`src/common/exConsts.svh`:
```
`ifndef EX_CONSTS_SVH
`define EX_CONSTS_SVH

// Datapath and PC width, fixed by the 16-bit ISA
`define DATA_W 16

// Eight architectural registers
`define REG_ADDR_W 3

// Link register written by jal/jalr style instructions
`define LINK_REG 3'd7

// Software exception (siic) entry point
`define EXC_VECTOR 16'h0002

`endif

```
`src/common/isaPkg.sv`:
```
package isaPkg;

    // ALU operation; group codes are resolved by funct in operand select
    typedef enum logic [4:0] {
        opAdd      = 5'd1,
        opSubRev   = 5'd2,
        opXor      = 5'd3,
        opAndn     = 5'd4,
        opRol      = 5'd5,
        opSll      = 5'd6,
        opRor      = 5'd7,
        opSrl      = 5'd8,
        opGrpArith = 5'd10,
        opGrpShift = 5'd11,
        opSeq      = 5'd12,
        opSlt      = 5'd13,
        opSle      = 5'd14,
        opSco      = 5'd15,
        opPassB    = 5'd16
    } aluOpE;

    // Conditional branch kind, tested against operand A
    typedef enum logic [2:0] {
        brNone = 3'b000,
        brEqz  = 3'b100,
        brNez  = 3'b101,
        brLtz  = 3'b110,
        brGez  = 3'b111
    } branchCondE;

    // Destination field: Rd is 10:8, Rs is 7:5, Rt is 4:2
    typedef enum logic [1:0] {
        dstRs = 2'b00,
        dstRd = 2'b01,
        dstRt = 2'b10
    } regDstE;

endpackage

```
`src/common/pipePkg.sv`:
```
package pipePkg;

    // Forwarding source for a register operand
    typedef enum logic [1:0] {
        fwdNone = 2'b00,
        fwdWb   = 2'b01,
        fwdMem  = 2'b10
    } fwdSelE;

    // Operand A source
    typedef enum logic [1:0] {
        srcAPc   = 2'b00,
        srcAZero = 2'b01,
        srcAReg  = 2'b10
    } srcASelE;

    // Operand B source
    typedef enum logic [1:0] {
        srcBZero = 2'b00,
        srcBReg  = 2'b01,
        srcBImm  = 2'b10
    } srcBSelE;

endpackage

```
`src/common/exIfs.sv`:
```
`timescale 1ns/1ps
`include "exConsts.svh"

// Operands and control from operand select into the ALU
interface aluOperandIf import isaPkg::*; ();
    logic [`DATA_W-1:0] a;
    logic [`DATA_W-1:0] b;
    aluOpE              op;
    logic               invA;
    logic               invB;
    logic               cin;

    modport src  (output a, b, op, invA, invB, cin);
    modport sink (input  a, b, op, invA, invB, cin);
endinterface

// ALU result plus zero/sign flags of operand A
interface aluFlagsIf ();
    logic [`DATA_W-1:0] result;
    logic               eq;
    logic               ne;
    logic               lt;
    logic               geq;

    modport src  (output result, eq, ne, lt, geq);
    modport sink (input  result, eq, ne, lt, geq);
endinterface

```
`src/execute/operandSelect.sv`:
```
`timescale 1ns/1ps
`include "exConsts.svh"

module operandSelect
    import isaPkg::*;
    import pipePkg::*;
(
    input  logic [`DATA_W-1:0]     reg1Data,
    input  logic [`DATA_W-1:0]     reg2Data,
    input  logic [`DATA_W-1:0]     imm,
    input  logic [`DATA_W-1:0]     pcAdd2,
    input  logic [`DATA_W-1:0]     memFwdData,
    input  logic [`DATA_W-1:0]     wbFwdData,
    input  fwdSelE                 fwdA,
    input  fwdSelE                 fwdB,
    input  srcASelE                srcA,
    input  srcBSelE                srcB,
    input  aluOpE                  aluOpIn,
    input  logic [1:0]             funct,
    input  logic [`DATA_W-1:0]     instr,
    input  regDstE                 regDst,
    input  logic                   linkWrite,
    output logic [`REG_ADDR_W-1:0] writeRegSel,
    aluOperandIf.src               opnd
);

    logic [`DATA_W-1:0] regA;
    logic [`DATA_W-1:0] regB;
    aluOpE              opRes;

    // Register value after the bypass network
    function automatic logic [`DATA_W-1:0] pickFwd(
        input fwdSelE             sel,
        input logic [`DATA_W-1:0] regVal,
        input logic [`DATA_W-1:0] memVal,
        input logic [`DATA_W-1:0] wbVal
    );
        case (sel)
            fwdMem:  return memVal;
            fwdWb:   return wbVal;
            default: return regVal;
        endcase
    endfunction

    assign regA = pickFwd(fwdA, reg1Data, memFwdData, wbFwdData);
    assign regB = pickFwd(fwdB, reg2Data, memFwdData, wbFwdData);

    // Operand A: PC for link/PC-relative, zero for loads of immediates
    always_comb begin
        case (srcA)
            srcAPc:   opnd.a = pcAdd2;
            srcAZero: opnd.a = '0;
            default:  opnd.a = regA;
        endcase
    end

    always_comb begin
        case (srcB)
            srcBZero: opnd.b = '0;
            srcBImm:  opnd.b = imm;
            default:  opnd.b = regB;
        endcase
    end

    // Grouped R-type ops pick the real operation from funct
    always_comb begin
        case (aluOpIn)
            opGrpArith: opRes = (funct == 2'b00) ? opAdd    :
                                (funct == 2'b01) ? opSubRev :
                                (funct == 2'b10) ? opXor    : opAndn;
            opGrpShift: opRes = (funct == 2'b00) ? opRol :
                                (funct == 2'b01) ? opSll :
                                (funct == 2'b10) ? opRor : opSrl;
            default:    opRes = aluOpIn;
        endcase
    end

    assign opnd.op = opRes;

    // subRev computes B - A; andn and compares need inverted B
    assign opnd.invA = (opRes == opSubRev);
    assign opnd.invB = opRes inside {opAndn, opSeq, opSlt, opSle};
    // +1 completes the two's complement of the inverted side
    assign opnd.cin  = opnd.invA | opnd.invB;

    // Link writes go to r7, else the field chosen by decode
    always_comb begin
        if (linkWrite) begin
            writeRegSel = `LINK_REG;
        end else begin
            case (regDst)
                dstRd:   writeRegSel = instr[10:8];
                dstRt:   writeRegSel = instr[4:2];
                default: writeRegSel = instr[7:5];
            endcase
        end
    end

    // Only operations the ALU implements may leave here, never a group code
    knownOp: assert final ($isunknown(aluOpIn) ||
                           (opRes inside {opAdd, opSubRev, opXor, opAndn, opRol, opSll,
                                          opRor, opSrl, opSeq, opSlt, opSle, opSco, opPassB}))
        else $error("operandSelect: opcode %0d has no ALU operation", aluOpIn);

endmodule

```
`src/execute/alu.sv`:
```
`timescale 1ns/1ps
`include "exConsts.svh"

module alu
    import isaPkg::*;
(
    aluOperandIf.sink opnd,
    aluFlagsIf.src    flags
);

    localparam int W = `DATA_W;

    logic [W-1:0]   aIn;
    logic [W-1:0]   bIn;
    logic [W:0]     sum;
    logic [3:0]     shAmt;
    logic [2*W-1:0] rolDbl;
    logic [2*W-1:0] rorDbl;
    logic           ovf;
    logic           lessThan;
    logic           equal;

    // Conditional inversion feeds the single adder
    assign aIn = opnd.invA ? ~opnd.a : opnd.a;
    assign bIn = opnd.invB ? ~opnd.b : opnd.b;

    // One extra bit keeps the carry out for sco
    assign sum = {1'b0, aIn} + {1'b0, bIn} + {{W{1'b0}}, opnd.cin};

    // Signed overflow of A - B when comparing
    assign ovf      = (aIn[W-1] == bIn[W-1]) && (sum[W-1] != aIn[W-1]);
    assign lessThan = sum[W-1] ^ ovf;
    assign equal    = (sum[W-1:0] == '0);

    // Only the low nibble of B counts for shifts
    assign shAmt  = opnd.b[3:0];
    // Rotates via a doubled copy of A
    assign rolDbl = {opnd.a, opnd.a} << shAmt;
    assign rorDbl = {opnd.a, opnd.a} >> shAmt;

    always_comb begin
        case (opnd.op)
            opAdd,
            opSubRev: flags.result = sum[W-1:0];
            opXor:    flags.result = aIn ^ bIn;
            opAndn:   flags.result = aIn & bIn;
            opRol:    flags.result = rolDbl[2*W-1:W];
            opSll:    flags.result = opnd.a << shAmt;
            opRor:    flags.result = rorDbl[W-1:0];
            opSrl:    flags.result = opnd.a >> shAmt;
            opSeq:    flags.result = {{(W-1){1'b0}}, equal};
            opSlt:    flags.result = {{(W-1){1'b0}}, lessThan};
            opSle:    flags.result = {{(W-1){1'b0}}, lessThan | equal};
            // Carry out of A + B, no inversion on this op
            opSco:    flags.result = {{(W-1){1'b0}}, sum[W]};
            opPassB:  flags.result = opnd.b;
            default:  flags.result = '0;
        endcase
    end

    // Branch flags look at raw operand A against zero
    assign flags.eq  = (opnd.a == '0);
    assign flags.ne  = |opnd.a;
    assign flags.lt  = opnd.a[W-1];
    assign flags.geq = ~opnd.a[W-1];

    // Adder-based compare relies on invB and cin from operand select
    cmpConsistent: assert final ($isunknown({opnd.a, opnd.b, opnd.op}) ||
                                 !(opnd.op inside {opSeq, opSlt, opSle}) ||
                                 ((lessThan == ($signed(opnd.a) < $signed(opnd.b))) &&
                                  (equal == (opnd.a == opnd.b))))
        else $error("alu: compare disagrees for A=%h B=%h", opnd.a, opnd.b);

endmodule

```
`src/execute/pcResolve.sv`:
```
`timescale 1ns/1ps
`include "exConsts.svh"

module pcResolve
    import isaPkg::*;
(
    input  logic               clk,
    input  logic               rstN,
    aluFlagsIf.sink            flags,
    input  branchCondE         branchCond,
    input  logic               jump,
    input  logic               siic,
    input  logic               rti,
    input  logic               haltIn,
    input  logic [`DATA_W-1:0] pcAdd2,
    input  logic [`DATA_W-1:0] imm,
    output logic [`DATA_W-1:0] nextPc,
    output logic               pcChange,
    output logic               haltOut
);

    logic               takeBranch;
    logic [`DATA_W-1:0] brTarget;
    logic [`DATA_W-1:0] excPc;

    always_comb begin
        case (branchCond)
            brEqz:   takeBranch = flags.eq;
            brNez:   takeBranch = flags.ne;
            brLtz:   takeBranch = flags.lt;
            brGez:   takeBranch = flags.geq;
            default: takeBranch = 1'b0;
        endcase
    end

    // Word offset, so immediate is doubled
    assign brTarget = pcAdd2 + (imm << 1);

    // EPC holds the return address of the last siic
    always_ff @(posedge clk or negedge rstN) begin
        if (!rstN) begin
            excPc <= '0;
        end else if (siic) begin
            excPc <= pcAdd2;
        end
    end

    // Branch wins, then jump, siic, rti
    always_comb begin
        if (takeBranch)  nextPc = brTarget;
        else if (jump)   nextPc = flags.result;
        else if (siic)   nextPc = `EXC_VECTOR;
        else if (rti)    nextPc = excPc;
        else             nextPc = pcAdd2;
    end

    assign pcChange = takeBranch | jump | siic | rti;
    // A halt fetched behind a redirect is on the wrong path
    assign haltOut  = haltIn & ~pcChange;

    // Decode never issues siic and rti in the same slot
    siicRtiExclusive: assert property (@(posedge clk) disable iff (!rstN) !(siic && rti))
        else $error("pcResolve: siic and rti together");

endmodule

```
`src/hw/executeStage.sv`:
```
`timescale 1ns/1ps
`include "exConsts.svh"

module executeStage
    import isaPkg::*;
    import pipePkg::*;
(
    input  logic                   clk,
    input  logic                   rstN,
    input  logic [`DATA_W-1:0]     reg1Data,
    input  logic [`DATA_W-1:0]     reg2Data,
    input  logic [`DATA_W-1:0]     imm,
    input  logic [`DATA_W-1:0]     pcAdd2,
    input  logic [`DATA_W-1:0]     memFwdData,
    input  logic [`DATA_W-1:0]     wbFwdData,
    input  fwdSelE                 fwdA,
    input  fwdSelE                 fwdB,
    input  srcASelE                srcA,
    input  srcBSelE                srcB,
    input  aluOpE                  aluOpIn,
    input  logic [1:0]             funct,
    input  logic [`DATA_W-1:0]     instr,
    input  regDstE                 regDst,
    input  logic                   linkWrite,
    input  branchCondE             branchCond,
    input  logic                   jump,
    input  logic                   siic,
    input  logic                   rti,
    input  logic                   haltIn,
    output logic [`DATA_W-1:0]     aluOut,
    output logic [`REG_ADDR_W-1:0] writeRegSel,
    output logic [`DATA_W-1:0]     nextPc,
    output logic                   pcChange,
    output logic                   haltOut
);

    aluOperandIf operandBus ();
    aluFlagsIf   flagsBus ();

    operandSelect operandSelect_inst (
        .reg1Data    (reg1Data),
        .reg2Data    (reg2Data),
        .imm         (imm),
        .pcAdd2      (pcAdd2),
        .memFwdData  (memFwdData),
        .wbFwdData   (wbFwdData),
        .fwdA        (fwdA),
        .fwdB        (fwdB),
        .srcA        (srcA),
        .srcB        (srcB),
        .aluOpIn     (aluOpIn),
        .funct       (funct),
        .instr       (instr),
        .regDst      (regDst),
        .linkWrite   (linkWrite),
        .writeRegSel (writeRegSel),
        .opnd        (operandBus.src)
    );

    alu alu_inst (
        .opnd  (operandBus.sink),
        .flags (flagsBus.src)
    );

    pcResolve pcResolve_inst (
        .clk        (clk),
        .rstN       (rstN),
        .flags      (flagsBus.sink),
        .branchCond (branchCond),
        .jump       (jump),
        .siic       (siic),
        .rti        (rti),
        .haltIn     (haltIn),
        .pcAdd2     (pcAdd2),
        .imm        (imm),
        .nextPc     (nextPc),
        .pcChange   (pcChange),
        .haltOut    (haltOut)
    );

    // Result heads on to the execute/memory register
    assign aluOut = flagsBus.result;

endmodule

```
`config.mk`:
```
export PLATFORM = sky130hd
export DESIGN_NAME = executeStage
export DESIGN_NICKNAME = d
export VERILOG_FILES = /design/src/common/isaPkg.sv /design/src/common/pipePkg.sv /design/src/common/exIfs.sv /design/src/execute/operandSelect.sv /design/src/execute/alu.sv /design/src/execute/pcResolve.sv /design/src/hw/executeStage.sv
export VERILOG_INCLUDE_DIRS = /design/src /design/src/common
export SDC_FILE = /design/constraint.sdc
export NUM_CORES = 1
export LEC_CHECK = 0
export ABC_AREA = 1
export BUFFER_PORTS_ARGS = -buffer_cell sky130_fd_sc_hd__buf_2
export CELL_PAD_IN_SITES_DETAIL_PLACEMENT = 0
export CELL_PAD_IN_SITES_GLOBAL_PLACEMENT = 1
export CORE_MARGIN = 5
export CORE_UTILIZATION = 40
export DETAILED_ROUTE_END_ITERATION = 10
export PLACE_DENSITY = 0.95
export SKIP_CTS_REPAIR_TIMING = 1
export SYNTH_ARGS = -nofsm -noshare
export SYNTH_HDL_FRONTEND = slang
export SYNTH_SLANG_ARGS = --single-unit
```
`constraint.sdc`:
```
create_clock -name clk -period 13 [get_ports clk]
set_input_delay 2.6 -clock clk [delete_from_list [all_inputs] [get_ports clk]]
set_output_delay 2.6 -clock clk [all_outputs]
set_load 0.03 [all_outputs]
```
==> results of run 1 <==
[final timing paths]
kind | end
worst min register to register | pcResolve_inst.excPc[11]
min in group asynchronous | pcResolve_inst.excPc[13]
worst max register to register | pcResolve_inst.excPc[15]
worst max-delay path | nextPc[0]
max in group asynchronous | pcResolve_inst.excPc[3]
worst min-delay path | pcResolve_inst.excPc[11]
[placed cells by master (no fill, tap or decap), drive strengths merged, types with 15 or more instances in the layout]
cell	netlist	routed
a21oi	93	93
nand4	20	20
o211ai	15	15
nand2	424	424
inv	107	107
xor2	30	30
nand3	182	182
xnor2	16	16
dfrtp	16	16
buf	43	173
o21ai	47	47
nor2	160	160
ha	40	40
[per-stage QoR]
| step | utilization (%) | power, mW |
|---|---|---|
| 6_report | 45.7 | 0.635 |
| 2_1_floorplan | - | 0.425 |
| 3_5_place_dp | 45.2 | 0.562 |
| 3_3_place_gp | 45.2 | 0.560 |
| 4_1_cts | 45.7 | 0.623 |
| 5_1_grt | 45.7 | 0.686 |
[metal layers]
metal	up-vias	routed length, um	part of all wire, %	track usage, %
met5	-	13	0.043	0
met3	92	3020	10	4.87
li1	4532	-	-	-
met1	4232	12400	41	38.2
met4	2	1600	5.3	12.3
met2	557	12900	43	44.5
[cell families after synthesis]
group	share of synthesized area, %
AOI/OAI and AO/OA	18.7
buffers and inverters	11.3
DFF	5.74
adders and majority gates	8.32
xor gates and xnor gates	5.78
and+or+nand+nor	50.1
[final cells by class]
type | instances | area (um^2)
sequential | 16 | 400
fill | 1978 | 9340
inverter | 108 | 409
multi-input combinational | 1112 | 5800
clock buffer | 3 | 75.1
tap | 225 | 282
timing repair buffer | 173 | 878
[where the power goes]
part	internal, mW	total [mW]	switching, mW
sequential	0.0544	0.0564	0.00206
combinational	0.160	0.519	0.360
clock	0.0404	0.0591	0.0188
[critical path, delay by kind of cell]
| family | cells | cell delay [ps] |
|---|---|---|
| buffers and inverters | 7 | 1620 |
| xor gates and xnor gates | 1 | 260 |
| adders and majority gates | 3 | 1200 |
| AOI/OAI and AO/OA | 4 | 530 |
| and+or+nand+nor | 14 | 1990 |
==> key figures, run 1 <==
Timing
  – Final Hold Fails: 0
  – RSZ-0062 raised after global routing: false
  – Clk_skew: 0 ps
  – Final setup fails: 0
  – Period utilization: 83.3%
  – Slew HR: 29.1%
  – Final Max Tran Viols: 0
  – Fin crit period: 10820 ps
  – Hold WS: 520 ps
  – Slack of the critical path: 2180 ps
  – Tightest Pin Transition: 1060 ps
  – Setup tns final: 0 ps
  – Max frequency: 0.0924 GHz

Critical path
  – Crit path top cell by count: nand3_1
  – Arrival time worst endpoint: 8220 ps
  – Crit-path max FO: 38
  – WP data required: 10400 ps
  – CP max stage delay: 470 ps
  – Crit-path slowest cell: fa_1
  – Critical Setup Path Class: input port to output pin
  – Worst setup SP type: input port
  – Worst Setup End Kind: output pin
  – CP startpoint: fwdB[0]
  – Reg-to-reg slack, setup: 12320 ps
  – R2r worst-path depth: 2
  – Worst reg2reg path startpoint: pcResolve_inst.excPc[15]

Final layout
  – # diodes: 0
  – Layout cells sized above 1: 17.2%
  – Design Area, Final: 7840 um^2
  – Most flop-heavy register: pcResolve_inst.excPc
  – Final std cells w/o fill: 1637
  – Layout area overhead: 12.4%
  – Max reg flops: 16
  – Top Registers: pcResolve_inst.excPc (16)
  – Layout Nets: 1597

Placed design
  – Port bufs: 168
  – Pre-CTS WS: 2310 ps
  – DP Cell Count: 1634
  – GP Congestion: 0.998
  – Post-DP HPWL: 24100 um
  – Area post-placement: 7770 um^2

Clock network
  – CTS Buf Count: 3
  – Max clock buf depth: 2
  – Root buffer cell: clkbuf_16
  – CTS sink cnt: 16
  – H-tree levels: 1
  – Clk slew on worst S/H paths: 50 ps
  – Worst-Skew Late Latency: 240 ps
  – CTS tree: done

Global routing
  – GRT Total Usage: 28.3%
  – Total gr overflow: 0
  – Vias in the first global route: 8578
  – First-pass GRT wire length: 45900 um
  – Pin count of the biggest net entering global routing: 45
  – Initial antenna violation count: 1

Worst hold path
  – Hold Crit Class: flip-flop to flip-flop
  – Worst hold path depth: 2
  – Hold Path Origin: pcResolve_inst.excPc[11]

Pwr
  – Leakage: 4.16 nW
  – Worst vdd rail ir drop: 0.0475 mV
  – Pwr/cell area: 81.0 nW/um^2

Die
  – Rows: 48
  – Die area: 20200 um^2
  – Starting Density: 40.6%
  – Die span in y: 142 um
  – Num ports: 176
  – CORE AREA: 17200 um^2
  – Die width: 142 um

Synth
  – Async SR Flop Fraction: 100%
  – Main synth FF type: dfrtp_1
  – Synth area leader: nand2_1
  – Post-synth EDFFs: 0
  – Post-synthesis register bit count: 16
  – Synth Net Count: 1478
  – Top cells by area, synth: nand2_1, nand3_1, nor2_1
  – Yosys warning count: 0
  – Register area share after synthesis: 5.74%
  – Most common cell in the netlist: nand2_1
  – Mean Syn Cell Area: 5.39 um^2
  – Yosys top cell area share: 22.0%
  – Yosys cell types: 55
  – Syn Std Cell Area: 6980 um^2
  – Post-Syn Instances: 1295
  – Most frequent cells after synthesis: nand2_1, nand3_1, nor2_1

Detailed routing
  – WL/cell: 18.3 um
  – Final WL: 29900 um
  – 1st-iter DRT viols: 1198
  – DR vias/cell: 5.75
  – # DRC: 0
  – Detail Route Antenna Nets: 0
  – Drt pass-1 iters: 6
  – Via count: 9415

Run status
  – Status: complete, no violations

Run
  – Max-Cap Viols: 0
Power figures use the tool's default switching activity.
==> run 2: changes to the inputs <==
Settings changed: CORE_UTILIZATION 40 to 37, PLACE_DENSITY 0.95 to 0.92.
Clock period 13 ns to 11.2 ns, I/O delays scaled along.
==> key figures, run 2 (synthesized netlist as in run 1, its figures left out) <==
Timing
  – Slack of the critical path: 1320 ps (was 2180 ps)
  – Final setup fails: 0 (unchanged)
  – Final Hold Fails: 0 (unchanged)
  – Fin crit period: 9880 ps
  – Slew HR: 24.3% (was 29.1%)
  – Clk_skew: 0 ps (unchanged)
  – Max frequency: 0.101 GHz
  – Final Max Tran Viols: 0 (unchanged)
  – Setup tns final: 0 ps (unchanged)
  – Tightest Pin Transition: 1140 ps (was 1060 ps)
  – Period utilization: 88.2%
  – RSZ-0062 raised after global routing: false (unchanged)
  – Hold WS: 520 ps (about the same)

Global routing
  – Total gr overflow: 0 (unchanged)
  – Initial antenna violation count: 0 (was 1)
  – Pin count of the biggest net entering global routing: 45 (unchanged)
  – First-pass GRT wire length: 47000 um (was 45900 um)
  – Vias in the first global route: 8399 (was 8578)
  – GRT Total Usage: 26.9% (was 28.3%)

Final layout
  – Fin util: 42.4% (was 45.7%)
  – Layout cells sized above 1: 17.5% (was 17.2%)
  – Most flop-heavy register: pcResolve_inst.excPc (unchanged)
  – Sequential Area: 400 um^2 (unchanged)
  – Fillers: 2129 (was 1978)
  – Most common cell after layout, fill and taps aside: nand2_1 (unchanged)
  – Most frequent cells in the layout: nand2_1, nand3_1, buf_2, nor2_1, inv_1 (unchanged)
  – Max reg flops: 16 (unchanged)
  – Top Registers: pcResolve_inst.excPc (16) (unchanged)
  – Layout Nets: 1601 (was 1597)
  – Layout area overhead: 13.2% (was 12.4%)
  – Final std cells w/o fill: 1652 (was 1637)
  – Design Area, Final: 7900 um^2 (was 7840 um^2)
  – Area of the multi-input gates: 5800 um^2 (unchanged)

Die
  – Die span in y: 147 um (was 142 um)
  – Die area: 21700 um^2 (was 20200 um^2)
  – Starting Density: 37.4% (was 40.6%)
  – CORE AREA: 18600 um^2 (was 17200 um^2)
  – Num ports: 176 (unchanged)
  – Rows: 50 (was 48)
  – Die width: 147 um (was 142 um)

Detailed routing
  – DR vias/cell: 5.64 (was 5.75)
  – Detail Route Antenna Nets: 0 (unchanged)
  – Drt pass-1 iters: 6 (unchanged)
  – WL/cell: 18.5 um (was 18.3 um)
  – 1st-iter DRT viols: 1066 (was 1198)
  – Final WL: 30500 um (was 29900 um)
  – Via count: 9320 (was 9415)
  – # DRC: 0 (unchanged)

Critical path
  – Worst setup SP type: input port (unchanged)
  – Crit-path slowest cell: nand2_1 (was fa_1)
  – FF-to-FF End: pcResolve_inst.excPc[0] (was pcResolve_inst.excPc[15])
  – Crit-path max FO: 16 (was 38)
  – Family with the most delay on the worst path: simple AND/OR/NAND/NOR gates (unchanged)
  – CP max stage delay: 560 ps (was 470 ps)
  – Critical Setup Path Class: input port to output pin (unchanged)
  – WP data required: 8960 ps (was 10400 ps)
  – Worst Setup End Kind: output pin (unchanged)
  – Worst reg2reg path startpoint: pcResolve_inst.excPc[0] (was pcResolve_inst.excPc[15])
  – CP bufs+invs: 6 (was 7)
  – Arrival time worst endpoint: 7640 ps (was 8220 ps)
  – Crit path top cell by count: nand2_1 (was nand3_1)
  – R2r worst-path depth: 2 (unchanged)
  – Reg-to-reg slack, setup: 10530 ps (was 12320 ps)

Worst hold path
  – Hold Crit Class: flip-flop to flip-flop (unchanged)
  – Hold Path Origin: pcResolve_inst.excPc[13] (was pcResolve_inst.excPc[11])
  – Worst hold path depth: 2 (unchanged)
  – Hold Path Sink: pcResolve_inst.excPc[13] (was pcResolve_inst.excPc[11])

Placed design
  – Pre-CTS WS: 1360 ps (was 2310 ps)
  – Post-DP HPWL: 25100 um (was 24100 um)
  – Port bufs: 168 (unchanged)
  – GP Congestion: 1.00 (was 0.998)
  – Area post-placement: 7810 um^2 (was 7770 um^2)
  – DP Cell Count: 1647 (was 1634)

Clock network
  – CTS Buf Count: 3 (unchanged)
  – CTS tree: done (unchanged)
  – CTS sink cnt: 16 (unchanged)
  – Worst-Skew Late Latency: 250 ps (was 240 ps)
  – Root buffer cell: clkbuf_16 (unchanged)
  – H-tree levels: 1 (unchanged)
  – Clk slew on worst S/H paths: 50 ps (about the same)
  – Max clock buf depth: 2 (unchanged)

Pwr
  – Worst vdd rail ir drop: 0.0468 mV (was 0.0475 mV)
  – Leakage: 4.19 nW (was 4.16 nW)
  – Pwr/cell area: 94.6 nW/um^2 (was 81.0 nW/um^2)
  – Tot Pwr: 747 uW (was 635 uW)

Run status
  – Status: complete, no violations (unchanged)

Run
  – Max-Cap Viols: 0 (unchanged)
[run 2: cell types whose count changed in the layout (fill, tap and decap cells not counted)]
cell,previous run,this run
buf_4,5,9
clkbuf_8,0,1
diode_2,0,1
[run 2: power by group]
group          internal, mW  total, mW  leakage (nW)  switching, mW
clock network        0.0544     0.0795        0.0442         0.0251
logic                 0.187      0.603          3.96          0.416
registers            0.0630     0.0655         0.180        0.00241
[run 2: worst max-delay path by stage]
| stage | from | end | cells past startpoint |
|---|---|---|---|
| final | funct[0] | nextPc[0] | 32 |
| after global placement | funct[0] | nextPc[0] | 31 |
| after floorplan | fwdB[0] | nextPc[0] | 29 |
| after CTS | funct[0] | nextPc[0] | 32 |
| after detailed placement | funct[0] | nextPc[0] | 32 |
| after global routing | funct[0] | nextPc[0] | 31 |
[run 2: per-layer routing]
| metal | global-route usage [%] | wire length (um) | vias up |
|---|---|---|---|
| li1 | - | - | 4539 |
| met1 | 37.6 | 13000 | 4227 |
| met2 | 42.1 | 13400 | 486 |
| met3 | 4.23 | 2910 | 68 |
| met4 | 9.13 | 1190 | 0 |
| met5 | 0 | 0 | - |
[run 2: area by class of cell]
| cell class | count | area share [%] |
|---|---|---|
| multi-input combinational | 1112 | 73.4 |
| timing repair buffer | 177 | 11.5 |
| inverter | 108 | 5.18 |
| sequential | 16 | 5.07 |
| tap | 234 | 3.71 |
| clock buffer | 4 | 1.12 |
| antenna | 1 | 0.0317 |
[run 2: worst min-delay path, stage by stage, from the launching register on]
cell	delay (ps)
dfrtp_1	340
nor2_1	40
a21oi_1	100
==> run 3: changes to the inputs <==
Settings changed: CORE_ASPECT_RATIO set to 1.5, CORE_MARGIN 5 to unset.
==> key figures, run 3 (synthesized netlist as in run 1, its figures left out) <==
Run status
  – Status: complete, no violations (unchanged)

Critical path
  – WP data required: 8960 ps (about the same)
  – Crit-path max FO: 16 (unchanged)
  – Worst reg2reg path startpoint: pcResolve_inst.excPc[12] (was pcResolve_inst.excPc[0])
  – Worst setup SP type: input port (unchanged)
  – Arrival time worst endpoint: 7570 ps (was 7640 ps)
  – Critical Setup Path Class: input port to output pin (unchanged)
  – Crit path top cell by count: nand2_1 (unchanged)
  – Worst Setup End Kind: output pin (unchanged)
  – CP max stage delay: 530 ps (was 560 ps)
  – Crit-path slowest cell: nand2_1 (unchanged)
  – CP startpoint: funct[0] (unchanged)

Detailed routing
  – Met3 WL: 2490 um (was 2910 um)
  – WL/cell: 18.7 um (was 18.5 um)
  – Final WL: 31200 um (was 30500 um)
  – # DRC: 0 (unchanged)
  – M1 wire length: 11000 um (was 13000 um)
  – Detail Route Antenna Nets: 0 (unchanged)
  – Drt pass-1 iters: 6 (unchanged)
  – 1st-iter DRT viols: 777 (was 1066)
  – Via count: 9491 (was 9320)
  – Met2 WL post-DR: 15100 um (was 13400 um)
  – DR vias/cell: 5.68 (was 5.64)
  – Uppermost layer routed: met4 (unchanged)

Pwr
  – Sw power: 449 uW (was 443 uW)
  – Pwr/cell area: 95.1 nW/um^2 (was 94.6 nW/um^2)
  – Clk pwr share: 10.9% (was 10.6%)
  – Cell Int Power: 304 uW (about the same)
  – Share of power burned in registers: 8.7% (was 8.8%)
  – Tot Pwr: 754 uW (was 747 uW)
  – Leakage: 4.19 nW (about the same)
  – Worst vdd rail ir drop: 0.0706 mV (was 0.0468 mV)
  – Gate power share: 80.4% (was 80.6%)
  – Switching Fraction: 59.6% (was 59.3%)

Final layout
  – Most flop-heavy register: pcResolve_inst.excPc (unchanged)
  – Most common cell after layout, fill and taps aside: nand2_1 (unchanged)
  – Top Registers: pcResolve_inst.excPc (16) (unchanged)
  – Layout area overhead: 13.6% (was 13.2%)
  – Most frequent cells in the layout: nand2_1, nand3_1, buf_2, nor2_1, inv_1 (unchanged)
  – Layout Nets: 1601 (unchanged)
  – Design Area, Final: 7920 um^2 (was 7900 um^2)
  – Max reg flops: 16 (unchanged)
  – Fillers: 2191 (was 2129)
  – Fin util: 42.9% (was 42.4%)
  – Layout cells sized above 1: 17.5% (unchanged)

Clock network
  – H-tree levels: 1 (unchanged)
  – Max clock buf depth: 2 (unchanged)
  – CTS sink cnt: 16 (unchanged)
  – CTS Buf Count: 3 (unchanged)
  – Root buffer cell: clkbuf_16 (unchanged)
  – CTS tree: done (unchanged)
  – Clk slew on worst S/H paths: 60 ps (was 50 ps)
  – Worst-Skew Late Latency: 250 ps (about the same)

Timing
  – Final Hold Fails: 0 (unchanged)
  – Slew HR: 29.4% (was 24.3%)
  – Final Max Tran Viols: 0 (unchanged)
  – Tightest Pin Transition: 1050 ps (was 1140 ps)
  – RSZ-0062 raised after global routing: false (unchanged)
  – Final setup fails: 0 (unchanged)
  – Slack of the critical path: 1390 ps (was 1320 ps)
  – Max frequency: 0.102 GHz (was 0.101 GHz)
  – Fin crit period: 9810 ps (was 9880 ps)
  – Period utilization: 87.6% (was 88.2%)
  – Setup tns final: 0 ps (unchanged)
  – Clk_skew: 0 ps (unchanged)

Global routing
  – Initial antenna violation count: 1 (was 0)
  – Total gr overflow: 0 (unchanged)
  – Pin count of the biggest net entering global routing: 45 (unchanged)
  – First-pass GRT wire length: 47500 um (was 47000 um)
  – GRT Total Usage: 32.0% (was 26.9%)
  – Vias in the first global route: 8855 (was 8399)

Placed design
  – Port bufs: 168 (unchanged)
  – GP Congestion: 0.975 (was 1.00)
  – Pre-CTS WS: 1410 ps (was 1360 ps)
  – Post-DP HPWL: 25400 um (was 25100 um)
  – Area post-placement: 7830 um^2 (was 7810 um^2)

Run
  – Max-Cap Viols: 0 (unchanged)

Die
  – Num ports: 176 (unchanged)
  – Rows: 61 (was 50)
  – Die area: 19400 um^2 (was 21700 um^2)
  – Die width: 114 um (was 147 um)
  – CORE AREA: 18500 um^2 (was 18600 um^2)
  – Starting Density: 37.8% (was 37.4%)
  – Die span in y: 170 um (was 147 um)

Worst hold path
  – Hold Crit Class: flip-flop to flip-flop (unchanged)
  – Hold Path Origin: pcResolve_inst.excPc[3] (was pcResolve_inst.excPc[13])
==> run 3: cell counts in the layout (fill, tap and decap cells not counted) <==
No cell type changed its count.
==> run 3: per-layer routing <==
| layer | GRT usage (%) | vias up |
|---|---|---|
| li1 | - | 4527 |
| met1 | 34.5 | 4306 |
| met2 | 56.8 | 527 |
| met3 | 3.95 | 131 |
| met4 | 23.4 | 0 |
| met5 | 0 | - |
==> run 3: per-stage QoR <==
step | instances | hold WS, ps
2_1_floorplan | 1295 | 484
3_3_place_gp | 1665 | 497
3_5_place_dp | 1665 | 508
4_1_cts | 1669 | 520
5_1_grt | 1670 | 545
6_report | 1670 | 518
==> run 3: power by group through the flow <==
stage | Clock, mW | Sequential (mW) | Combinational, mW
floorplan | 0 | 0.0657 | 0.427
global placement | 0 | 0.0661 | 0.590
detailed placement | 0 | 0.0664 | 0.592
CTS | 0.0805 | 0.0654 | 0.595
global route | 0.0854 | 0.0659 | 0.663
finish | 0.0819 | 0.0656 | 0.606
==> run 3: final timing paths <==
kind	end	slack (ps)	cells past startpoint
hold / removal	pcResolve_inst.excPc[3]	520	2
setup / recovery	nextPc[0]	1390	32
min in group asynchronous	pcResolve_inst.excPc[13]	1920	1
setup reg to reg	pcResolve_inst.excPc[12]	10530	2
hold reg to reg	pcResolve_inst.excPc[3]	520	2
max in group asynchronous	pcResolve_inst.excPc[0]	8980	1
==> run 3: area by class of cell <==
| cell class | instances | area [um^2] | share of cell area, % |
|---|---|---|---|
| tap | 252 | 315 | 3.98 |
| sequential | 16 | 400 | 5.05 |
| timing repair buffer | 177 | 908 | 11.5 |
| clock buffer | 4 | 88.8 | 1.12 |
| multi-input combinational | 1112 | 5800 | 73.2 |
| inverter | 108 | 409 | 5.17 |
| antenna | 1 | 2.50 | 0.0316 |
==> run 3: worst max-delay path, delay by kind of cell <==
kind | cells | cell delay (ps)
buffers and inverters | 5 | 540
adders and majority gates | 3 | 1110
xor gates and xnor gates | 1 | 340
AOI/OAI and AO/OA | 3 | 360
and+or+nand+nor | 20 | 2970
